==> src/mtx_pkg.sv <==
package mtx_pkg;

  ////////////////////
  // Data path
  ////////////////////

  // Element width, also the width of the size ports
  localparam int DATA_SIZE = 64;

  ////////////////////
  // Matrix limits
  ////////////////////

  // Largest number of input rows
  localparam int MAX_I = 8;

  // Largest number of input columns
  localparam int MAX_J = 8;

  // Largest of the two dimensions
  localparam int MAX_DIM = (MAX_I > MAX_J) ? MAX_I : MAX_J;

  ////////////////////
  // Derived widths
  ////////////////////

  // Row or column index, 0 up to MAX_DIM-1
  localparam int IDX_W = $clog2(MAX_DIM);

  // Clamped size value, 1 up to MAX_DIM
  localparam int CNT_W = $clog2(MAX_DIM + 1);

endpackage

==> src/mtx_write_if.sv <==
`timescale 1ns/10ps

interface mtx_write_if;

  // Write strobe, one element per cycle
  logic                          wr_en;

  // Row and column of the element
  logic [mtx_pkg::IDX_W-1:0]     wr_i;
  logic [mtx_pkg::IDX_W-1:0]     wr_j;

  // Element payload
  logic [mtx_pkg::DATA_SIZE-1:0] wr_data;

  ////////////////////
  // Modports
  ////////////////////

  // Loader side drives everything
  modport loader (
    output wr_en,
    output wr_i,
    output wr_j,
    output wr_data
  );

  // Storage side only listens
  modport buffer (
    input wr_en,
    input wr_i,
    input wr_j,
    input wr_data
  );

endinterface

==> src/mtx_read_if.sv <==
`timescale 1ns/10ps

interface mtx_read_if;

  // Request, one per cycle allowed
  logic                          rd_en;
  logic [mtx_pkg::IDX_W-1:0]     rd_i;
  logic [mtx_pkg::IDX_W-1:0]     rd_j;

  // Response, one cycle after rd_en
  logic [mtx_pkg::DATA_SIZE-1:0] rd_data;
  logic                          rd_valid;

  ////////////////////
  // Modports
  ////////////////////

  // Sequencer issues requests, takes data back
  modport sequencer (
    output rd_en,
    output rd_i,
    output rd_j,
    input  rd_data,
    input  rd_valid
  );

  // Storage answers every request
  modport buffer (
    input  rd_en,
    input  rd_i,
    input  rd_j,
    output rd_data,
    output rd_valid
  );

endinterface

==> src/matrix_input_loader.sv <==
`timescale 1ns/10ps

module matrix_input_loader (
  input  logic                          CLK,
  input  logic                          RST,

  // Control
  input  logic                          START,
  input  logic                          DATA_IN_I_ENABLE,
  input  logic                          DATA_IN_J_ENABLE,

  // Data
  input  logic [mtx_pkg::DATA_SIZE-1:0] SIZE_I_IN,
  input  logic [mtx_pkg::DATA_SIZE-1:0] SIZE_J_IN,
  input  logic [mtx_pkg::DATA_SIZE-1:0] DATA_IN,

  // Element writes into storage
  mtx_write_if.loader                   wr,

  // Hand-off to the output side
  output logic                          load_done,
  output logic [mtx_pkg::CNT_W-1:0]     size_i,
  output logic [mtx_pkg::CNT_W-1:0]     size_j,
  input  logic                          busy
);

  ////////////////////
  // Signals
  ////////////////////

  // Loading phase flag, low means idle
  logic                      loading;

  // Position of the next incoming element
  logic [mtx_pkg::IDX_W-1:0] row;
  logic [mtx_pkg::IDX_W-1:0] col;

  logic                      in_valid;
  logic                      col_end;
  logic                      row_end;

  // Zero becomes one, too large saturates
  function automatic logic [mtx_pkg::CNT_W-1:0] clamp_size(
    input logic [mtx_pkg::DATA_SIZE-1:0] size_in,
    input int unsigned                   max_size
  );
    logic [mtx_pkg::CNT_W-1:0] result;
    if (size_in == '0) begin
      result = mtx_pkg::CNT_W'(1);
    end else if (size_in > max_size) begin
      result = mtx_pkg::CNT_W'(max_size);
    end else begin
      result = size_in[mtx_pkg::CNT_W-1:0];
    end
    return result;
  endfunction

  ////////////////////
  // Body
  ////////////////////

  // Either enable qualifies data, position comes from the counters
  assign in_valid = DATA_IN_I_ENABLE | DATA_IN_J_ENABLE;

  // Last column of a row, last row of the matrix
  assign col_end = (mtx_pkg::CNT_W'(col) + mtx_pkg::CNT_W'(1)) == size_j;
  assign row_end = (mtx_pkg::CNT_W'(row) + mtx_pkg::CNT_W'(1)) == size_i;

  // Write goes out in the same cycle the element is taken
  assign wr.wr_en   = loading & in_valid;
  assign wr.wr_i    = row;
  assign wr.wr_j    = col;
  assign wr.wr_data = DATA_IN;

  always_ff @(posedge CLK or posedge RST) begin
    if (RST) begin
      loading   <= 1'b0;
      load_done <= 1'b0;
      row       <= '0;
      col       <= '0;
      size_i    <= mtx_pkg::CNT_W'(1);
      size_j    <= mtx_pkg::CNT_W'(1);
    end else begin
      load_done <= 1'b0;
      if (!loading) begin
        // START only counts while the whole block is idle
        if (START && !busy) begin
          loading <= 1'b1;
          size_i  <= clamp_size(SIZE_I_IN, mtx_pkg::MAX_I);
          size_j  <= clamp_size(SIZE_J_IN, mtx_pkg::MAX_J);
          row     <= '0;
          col     <= '0;
        end
      end else if (in_valid) begin
        // Row-major walk
        if (col_end) begin
          col <= '0;
          if (row_end) begin
            row       <= '0;
            loading   <= 1'b0;
            load_done <= 1'b1;
          end else begin
            row <= row + 1'b1;
          end
        end else begin
          col <= col + 1'b1;
        end
      end
    end
  end

endmodule

==> src/matrix_transpose_buffer.sv <==
`timescale 1ns/10ps

module matrix_transpose_buffer (
  input  logic CLK,
  input  logic RST,

  // Row-major writes from the loader
  mtx_write_if.buffer wr,

  // Column-major reads from the sequencer
  mtx_read_if.buffer  rd
);

  ////////////////////
  // Storage
  ////////////////////

  // One word per element, flat row-major layout
  logic [mtx_pkg::DATA_SIZE-1:0] mem [mtx_pkg::MAX_I * mtx_pkg::MAX_J];

  int unsigned wr_addr;
  int unsigned rd_addr;

  // Row and column to flat address
  function automatic int unsigned flat_addr(
    input logic [mtx_pkg::IDX_W-1:0] idx_i,
    input logic [mtx_pkg::IDX_W-1:0] idx_j
  );
    return int'(idx_i) * mtx_pkg::MAX_J + int'(idx_j);
  endfunction

  ////////////////////
  // Body
  ////////////////////

  // Same mapping on both ports, so the transpose is only in the read order
  assign wr_addr = flat_addr(wr.wr_i, wr.wr_j);
  assign rd_addr = flat_addr(rd.rd_i, rd.rd_j);

  // Write port
  always_ff @(posedge CLK) begin
    if (wr.wr_en) begin
      mem[wr_addr] <= wr.wr_data;
    end
  end

  // Registered read data, no reset on the payload
  always_ff @(posedge CLK) begin
    if (rd.rd_en) begin
      rd.rd_data <= mem[rd_addr];
    end
  end

  // Valid follows the request by one cycle
  always_ff @(posedge CLK or posedge RST) begin
    if (RST) begin
      rd.rd_valid <= 1'b0;
    end else begin
      rd.rd_valid <= rd.rd_en;
    end
  end

endmodule

==> src/matrix_output_sequencer.sv <==
`timescale 1ns/10ps

module matrix_output_sequencer (
  input  logic                          CLK,
  input  logic                          RST,

  // From the loader
  input  logic                          load_done,
  input  logic [mtx_pkg::CNT_W-1:0]     size_i,
  input  logic [mtx_pkg::CNT_W-1:0]     size_j,

  // Buffer reads
  mtx_read_if.sequencer                 rd,

  // Keeps the loader from taking a new START
  output logic                          busy,

  // Output stream
  output logic                          READY,
  output logic                          DATA_OUT_I_ENABLE,
  output logic                          DATA_OUT_J_ENABLE,
  output logic [mtx_pkg::DATA_SIZE-1:0] DATA_OUT
);

  ////////////////////
  // Signals
  ////////////////////

  // Read walk still running after the first request
  logic                      reading;

  // Output order position, j outer and i inner
  logic [mtx_pkg::IDX_W-1:0] cnt_i;
  logic [mtx_pkg::IDX_W-1:0] cnt_j;

  logic                      end_i;
  logic                      end_j;

  // Tags riding alongside the buffer latency
  logic                      tag_first;
  logic                      tag_last;

  // Last element now on DATA_OUT
  logic                      out_last;

  // Set from load_done until READY
  logic                      busy_q;

  ////////////////////
  // Read walk
  ////////////////////

  // First request in the load_done cycle itself
  assign rd.rd_en = load_done | reading;
  // Counters sit at zero when idle
  assign rd.rd_i  = cnt_i;
  assign rd.rd_j  = cnt_j;

  assign end_i = (mtx_pkg::CNT_W'(cnt_i) + mtx_pkg::CNT_W'(1)) == size_i;
  assign end_j = (mtx_pkg::CNT_W'(cnt_j) + mtx_pkg::CNT_W'(1)) == size_j;

  always_ff @(posedge CLK or posedge RST) begin
    if (RST) begin
      reading   <= 1'b0;
      cnt_i     <= '0;
      cnt_j     <= '0;
      tag_first <= 1'b0;
      tag_last  <= 1'b0;
    end else begin
      // Tags follow each request by one cycle, like the data
      tag_first <= rd.rd_en & (cnt_i == '0);
      tag_last  <= rd.rd_en & end_i & end_j;
      if (rd.rd_en) begin
        if (end_i) begin
          cnt_i <= '0;
          if (end_j) begin
            cnt_j   <= '0;
            reading <= 1'b0;
          end else begin
            cnt_j   <= cnt_j + 1'b1;
            reading <= 1'b1;
          end
        end else begin
          cnt_i   <= cnt_i + 1'b1;
          reading <= 1'b1;
        end
      end
    end
  end

  ////////////////////
  // Output framing
  ////////////////////

  // Covers the load_done cycle before busy_q rises
  assign busy = load_done | busy_q;

  always_ff @(posedge CLK or posedge RST) begin
    if (RST) begin
      DATA_OUT          <= '0;
      DATA_OUT_I_ENABLE <= 1'b0;
      DATA_OUT_J_ENABLE <= 1'b0;
      out_last          <= 1'b0;
      READY             <= 1'b0;
      busy_q            <= 1'b0;
    end else begin
      // Row start picks I, the rest of the row gets J
      DATA_OUT_I_ENABLE <= rd.rd_valid & tag_first;
      DATA_OUT_J_ENABLE <= rd.rd_valid & ~tag_first;
      out_last          <= rd.rd_valid & tag_last;
      if (rd.rd_valid) begin
        DATA_OUT <= rd.rd_data;
      end
      // One pulse after the final element
      READY <= out_last;
      if (load_done) begin
        busy_q <= 1'b1;
      end else if (out_last) begin
        busy_q <= 1'b0;
      end
    end
  end

endmodule

==> src/accelerator_matrix_transpose.sv <==
`timescale 1ns/10ps

module accelerator_matrix_transpose (
  // Global
  input  logic                          CLK,
  input  logic                          RST,

  // Control
  input  logic                          START,
  output logic                          READY,

  input  logic                          DATA_IN_I_ENABLE,
  input  logic                          DATA_IN_J_ENABLE,
  output logic                          DATA_OUT_I_ENABLE,
  output logic                          DATA_OUT_J_ENABLE,

  // Data
  input  logic [mtx_pkg::DATA_SIZE-1:0] SIZE_I_IN,
  input  logic [mtx_pkg::DATA_SIZE-1:0] SIZE_J_IN,
  input  logic [mtx_pkg::DATA_SIZE-1:0] DATA_IN,
  output logic [mtx_pkg::DATA_SIZE-1:0] DATA_OUT
);

  ////////////////////
  // Signals
  ////////////////////

  // Loader to sequencer hand-off
  logic                      load_done;
  logic [mtx_pkg::CNT_W-1:0] size_i;
  logic [mtx_pkg::CNT_W-1:0] size_j;

  // Output side still draining
  logic                      busy;

  // Internal buses
  mtx_write_if wr_bus ();
  mtx_read_if  rd_bus ();

  ////////////////////
  // Body
  ////////////////////

  // Row-major input, sizes latched on START
  matrix_input_loader u_loader (
    .CLK             (CLK),
    .RST             (RST),
    .START           (START),
    .DATA_IN_I_ENABLE(DATA_IN_I_ENABLE),
    .DATA_IN_J_ENABLE(DATA_IN_J_ENABLE),
    .SIZE_I_IN       (SIZE_I_IN),
    .SIZE_J_IN       (SIZE_J_IN),
    .DATA_IN         (DATA_IN),
    .wr              (wr_bus.loader),
    .load_done       (load_done),
    .size_i          (size_i),
    .size_j          (size_j),
    .busy            (busy)
  );

  // Element store
  matrix_transpose_buffer u_buffer (
    .CLK(CLK),
    .RST(RST),
    .wr (wr_bus.buffer),
    .rd (rd_bus.buffer)
  );

  // Column-major readout with I/J framing
  matrix_output_sequencer u_sequencer (
    .CLK              (CLK),
    .RST              (RST),
    .load_done        (load_done),
    .size_i           (size_i),
    .size_j           (size_j),
    .rd               (rd_bus.sequencer),
    .busy             (busy),
    .READY            (READY),
    .DATA_OUT_I_ENABLE(DATA_OUT_I_ENABLE),
    .DATA_OUT_J_ENABLE(DATA_OUT_J_ENABLE),
    .DATA_OUT         (DATA_OUT)
  );

endmodule

==> config.mk <==
export PLATFORM = sky130hd
export DESIGN_NAME = accelerator_matrix_transpose
export DESIGN_NICKNAME = d
export VERILOG_FILES = /design/src/mtx_pkg.sv /design/src/mtx_write_if.sv /design/src/mtx_read_if.sv /design/src/matrix_input_loader.sv /design/src/matrix_transpose_buffer.sv /design/src/matrix_output_sequencer.sv /design/src/accelerator_matrix_transpose.sv
export SDC_FILE = /design/constraint.sdc
export NUM_CORES = 2
export LEC_CHECK = 0
export BUFFER_PORTS_ARGS = -buffer_cell sky130_fd_sc_hd__buf_2
export CAP_MARGIN = 20
export CELL_PAD_IN_SITES_DETAIL_PLACEMENT = 0
export CELL_PAD_IN_SITES_GLOBAL_PLACEMENT = 1
export CORE_UTILIZATION = 45
export DETAILED_ROUTE_END_ITERATION = 8
export PLACE_DENSITY_LB_ADDON = 0.08
export SYNTH_ARGS = -nofsm -noshare
export SYNTH_HDL_FRONTEND = slang
export SYNTH_SLANG_ARGS = --single-unit
==> constraint.sdc <==
create_clock -name CLK -period 9.8 [get_ports CLK]
set_input_delay 1.96 -clock CLK [delete_from_list [all_inputs] [get_ports CLK]]
set_output_delay 1.96 -clock CLK [all_outputs]
set_load 0.01 [all_outputs]
==> Word-level counts from Yosys, hierarchy flattened <==
Memory sizes are Yosys's and may differ from the RTL's. A register that Yosys moved wholly into a read port is not among the register bits.
Cells that the tools add are included.
{ "word_totals": {"regBits": 95, "latchBits": 0, "ramBits": 4096, "romBits": 0, "inputBits": 197, "n_memories": 1} }
{ "mem_list": {"columns": ["name", "words", "width", "read_ports", "rd_clocked_by_memory_dff", "wr", "line", "text"], "rows": [
  ["u_buffer.mem", 64, 64, 1, 1, 1, "matrix_transpose_buffer.sv:19", "logic [mtx_pkg::DATA_SIZE-1:0] mem [mtx_pkg::MAX_I * mtx_pkg::MAX_J];"]
]} }
{ "classes": {"add_sub_neg": 10, "multipliers": 0, "div_mod_pow": 0, "magnitude_cmp": 2, "n_eq_ne": 6, "shift": 0, "n_mux": 29, "n_bitwise": 12, "n_reduce_logical": 11} }
{ "ops": {"columns": ["op", "n"], "rows": [
  ["greater-than comparator 64 x 4 -> 1 bit, second input constant", 2],
  ["logical NOT 64 bit", 2],
  ["two-way mux 3 bit", 10],
  ["adder 3 x 1 -> 4 bit, second input constant", 4],
  ["equality test 4 bit", 4],
  ["two-way mux 4 bit", 4],
  ["two-way mux 1 bit", 15],
  ["adder 3 x 1 -> 3 bit, second input constant", 4],
  ["adder 6 x 3 -> 6 bit", 2],
  ["bitwise AND 1 bit", 7],
  ["AND reduction 2 bit", 3],
  ["inequality test 2 bit, second input constant", 2],
  ["nonzero test 2 bit", 2],
  ["logical NOT 3 bit", 1],
  ["bitwise OR 1 bit", 3],
  ["AND reduction 3 bit", 1],
  ["inverter 1 bit", 2],
  ["logical AND 1 bit", 1],
  ["logical NOT 1 bit", 1]
]} }

==> Depth between registers and ports, before layout <==
{ "depth": {"word_depth": 6, "ltp_mapped": 10, "depth_no_buf": 6} }

==> Cells and area by module <==
From an unflattened synthesis, not the netlist that was laid out.
{ "unflattened": {"cells_unflattened": 6904, "area_unflattened_um2": 160966.9} }
{ "modules_own_cells": {"columns": ["mod", "n_inst", "cells_per_inst", "area_each_um2", "seq_area_each_um2"], "rows": [
  ["matrix_transpose_buffer", 1, 6511, 156302.4, 124944.8],
  ["matrix_output_sequencer", 1, 202, 3066.7, 1951.9],
  ["matrix_input_loader", 1, 191, 1597.8, 402.9]
]} }

==> Worst setup path before layout <==
No wires, ideal clock.
{ "synth_path": {"path_type": "input -> register", "start": "in DATA_IN_J_ENABLE", "end": "mem u_buffer.mem[48][0] (netlist name) (enable)", "setup_time_ps": 565, "t_arrival_ps": 6930, "path_slack_ps": 2306, "cell_stages": 4, "n_path_buf": 0, "path_cell_list": "o21ai_0 -> nor3_1 -> nand2b_1 -> nor3_1"} }
{ "synth_via": {"elab_chain_len": 4} }
{ "synth_rtl": {"columns": ["item", "line", "text"], "rows": [
  ["start, declared", "accelerator_matrix_transpose.sv:13", "input logic DATA_IN_J_ENABLE,"],
  ["bitwise OR 1 bit", "matrix_input_loader.sv:63", "assign in_valid = DATA_IN_I_ENABLE | DATA_IN_J_ENABLE;"],
  ["bitwise AND 1 bit", "matrix_input_loader.sv:70", "assign wr.wr_en = loading & in_valid;"],
  ["two-way mux 1 bit", "matrix_transpose_buffer.sv:42", "if (wr.wr_en) begin"],
  ["two-way mux 1 bit (not written as such)", "matrix_transpose_buffer.sv:43", "mem[wr_addr] <= wr.wr_data;"],
  ["end, declared", "matrix_transpose_buffer.sv:19", null]
]} }
Every way passes these cells.

==> Worst setup path in the final report <==
{ "layout_path": {"start": "in DATA_IN_J_ENABLE", "end": "mem u_buffer.mem[44][16] (netlist name) (enable)"} }
Same word-level chain as after synthesis.

==> impl_metrics.tcl <==
set metrics [dict create \
    die_y_um 599.2 \
    cp_max_fo 23 \
    power.leakage_uw 0.05613 \
    antenna_found_initial 42 \
    fin_setup_tns_ns 0 \
    yosysSeqAreaShare_pct 79.31 \
    ys.warnings.count 0 \
    clk_latency_ns 0.99 \
    cp_data_required_time_ns 10.41 \
    hp-class "register to register" \
    placed_cells 11728 \
    start_util_pct 45.37 \
    rrSetupSlack_ns 5.30 \
    rsz0062_at_grt "false" \
    grt_usage_pct 26.31 \
    ys_seq_elements 4255 \
    setup_viol 0 \
    fillCellCount 27727 \
    fin_skew_ns 0.04586 \
    final_common_cell "edfxtp_1" \
    hold_ws_ns 0.3867 \
    dp_hpwl_um 274500 \
    clk_pin_slew_ns 0.06 \
    hold_buffers 0 \
    synthMuxAreaShare_pct 15.13 \
    ys.flop_type "edfxtp_1" \
    synth_top_family_by_area "multiplexers" \
    hold_viol 0 \
    ff_latch_area_sq_um 127300 \
    coreArea_sq_um 353800 \
    dieArea_sq_um 359100 \
    grt_max_degree 106 \
    finalCriticalPeriod_ns 4.615 \
    layout-drive-gt1-share_pct 30.46 \
    vias 77936 \
    ir_drop_v 0.0001570 \
    synth_area_leaders "edfxtp_1 (78%), mux4_2 (14%), dfrtp_1 (1.4%), a22oi_1 (0.97%), o22ai_1 (0.69%)" \
    rows 218 \
    drt_first_pass_iters 5 \
    cts_tree "done" \
    synth-edff-count 4160 \
    final_cell_mix "edfxtp_1 (4160), mux4_2 (1024), clkbuf_16 (448), buf_4 (278), buf_2 (235)" \
    cts_sinks 4255 \
    cts_setup_buffers 0 \
    drcViolationCount 0 \
    finalNetCount 7646 \
    cts_buffers 443 \
    viasPerCell 6.194 \
    htree_levels 5 \
    port_buffers 263 \
    postCtsResizedCells 0 \
    grt_pass1_wl_um 650000 \
    wl_per_cell_um 37.60 \
    die_w_um 599.2 \
    cp-start-kind "input pin" \
    crit_type "input pin to register" \
    clock.fmax_mhz 216.7 \
    synth_top_area_cell "edfxtp_1" \
    critPathArrivalTime_ns 5.23 \
    ioPinCount 264 \
    syn_area_per_cell_sq_um 23.45 \
    maxCapViolations 0 \
    synth_async_sr_flop_share_pct 2.233 \
    grt_pass1_vias 78363 \
    cp-end-kind "register" \
    synth_fa_ha_area_share_pct 0.03898 \
    synthesis.nets 7046 \
    synth-compound-area-share_pct 2.925 \
    period_share_pct 47.09 \
    drv_slew 0 \
    slew_headroom_pct 10.25 \
    ant_nets 0 \
    multi_input_area_sq_um 31720 \
    synth.cell_area_sq_um 160500 \
    synth_simple_gate_area_share_pct 1.180 \
    syn2layout_area_growth_pct 14.15 \
    overflow 0 \
    routed_wl_um 473100 \
    drtIter0Drc 9291 \
    synth_xor_area_share_pct 0.09120 \
    synth_cells 6844 \
    worstMarginPinSlew_ns 1.346 \
    synth.distinct_cells 59 \
    place.gp.congestion 0.8196 \
    synth_top_area_share_pct 77.83 \
    cts_root_buffer "clkbuf_16" \
    power_density_nw_per_um2 210.6 \
    status "finished, final reports clean" \
    final_cells 12583 \
    clockBufferDepth 4 \
]
[per-stage QoR]
stage          util (%)  power [uW]  worst slack (ns)  area (sq um)
2_1_floorplan         -       21560             2.306        160500
3_3_place_gp      47.65       22410             4.108        168600
3_5_place_dp      47.75       22460             4.110        168900
4_1_cts           51.76       38900             5.145        183100
5_1_grt           51.77       39610             5.111        183200
6_report          51.79       38600             5.185        183200
[per-layer routing]
metal / vias up / track usage (%) / wire, um
li1: 30904 / - / -
met1: 43504 / 37.89 / 198600
met2: 2964 / 43.06 / 233500
met3: 562 / 2.680 / 27530
met4: 2 / 7.500 / 13500
met5: - / 0 / 12
[cell usage after synthesis, drive strengths merged (8+ instances only)]
| library cell | instances |
|---|---|
| a221oi | 48 |
| and3 | 65 |
| clkbuf | 124 |
| mux2 | 64 |
| nand3 | 46 |
| nor3 | 8 |
| nor4 | 30 |
| nand4 | 9 |
| o22ai | 177 |
| buf | 265 |
| mux4 | 1024 |
| a22oi | 208 |
| a211oi | 112 |
| edfxtp | 4160 |
| a21oi | 50 |
| nand2 | 33 |
| mux2i | 50 |
| o221ai | 32 |
| dfrtp | 93 |
| nor2b | 21 |
| inv | 11 |
| nand2b | 9 |
| xor2 | 9 |
| nor2 | 134 |
[report_power, final]
part	internal [uW]	switching, uW	total, uW
clock network	9490	7050	16500
logic	271	1070	1340
registers	20600	140	20700
[worst max-delay path: stages]
cell	delay, ns
buf_2	0.09
o21ai_0	0.12
buf_4	0.21
nor2_1	0.22
nand2_1	0.58
nor2_4	0.88
buf_4	0.57
buf_4	0.46
[sequential cells by signal, summed over array words and instances (netlist names), 3 cells and up]
name	cells
u_buffer.mem	4096
u_loader.size_j	4
u_sequencer.DATA_OUT	64
u_sequencer.rd.rd_i	3
u_buffer.rd.rd_data	64
u_loader.size_i	4
u_sequencer.rd.rd_j	3
u_loader.wr.wr_j	3
u_loader.wr.wr_i	3
[worst paths after layout]
path	depth (start not counted)	startpoint	to
min in group asynchronous	2	RST	u_sequencer.DATA_OUT[18]
min	0	u_sequencer.out_last	u_sequencer.READY
max reg2reg	6	u_sequencer.rd.rd_j[0]	u_buffer.rd.rd_data[8]
max in group asynchronous	3	RST	u_sequencer.rd.rd_i[1]
max	8	DATA_IN_J_ENABLE	u_buffer.mem[44][16]
min reg2reg	0	u_sequencer.out_last	u_sequencer.READY
[final cells by class]
type	instances	area share (%)
Clock inverter	263	1.364
Inverter	12	0.03005
Clock buffer	549	6.375
Tap cell	4730	3.230
Multi-Input combinational cell	2188	17.31
Sequential cell	4255	69.49
Antenna cell	42	0.05736
Timing Repair Buffer	544	2.143
[cells by family (layout without fill, tap and decap cells)]
kind of cell	count (synthesis)	after routing
multiplexers	1138	1138
XOR/XNOR	15	15
AO/OA/AOI/OAI	655	655
flip-flops	4255	4255
adder cells (fa/ha/maj)	5	5
AND/OR/NAND/NOR	375	375
buffers and inverters	401	1368
other	0	42
Note: power is estimated with default switching activity, not from simulation.
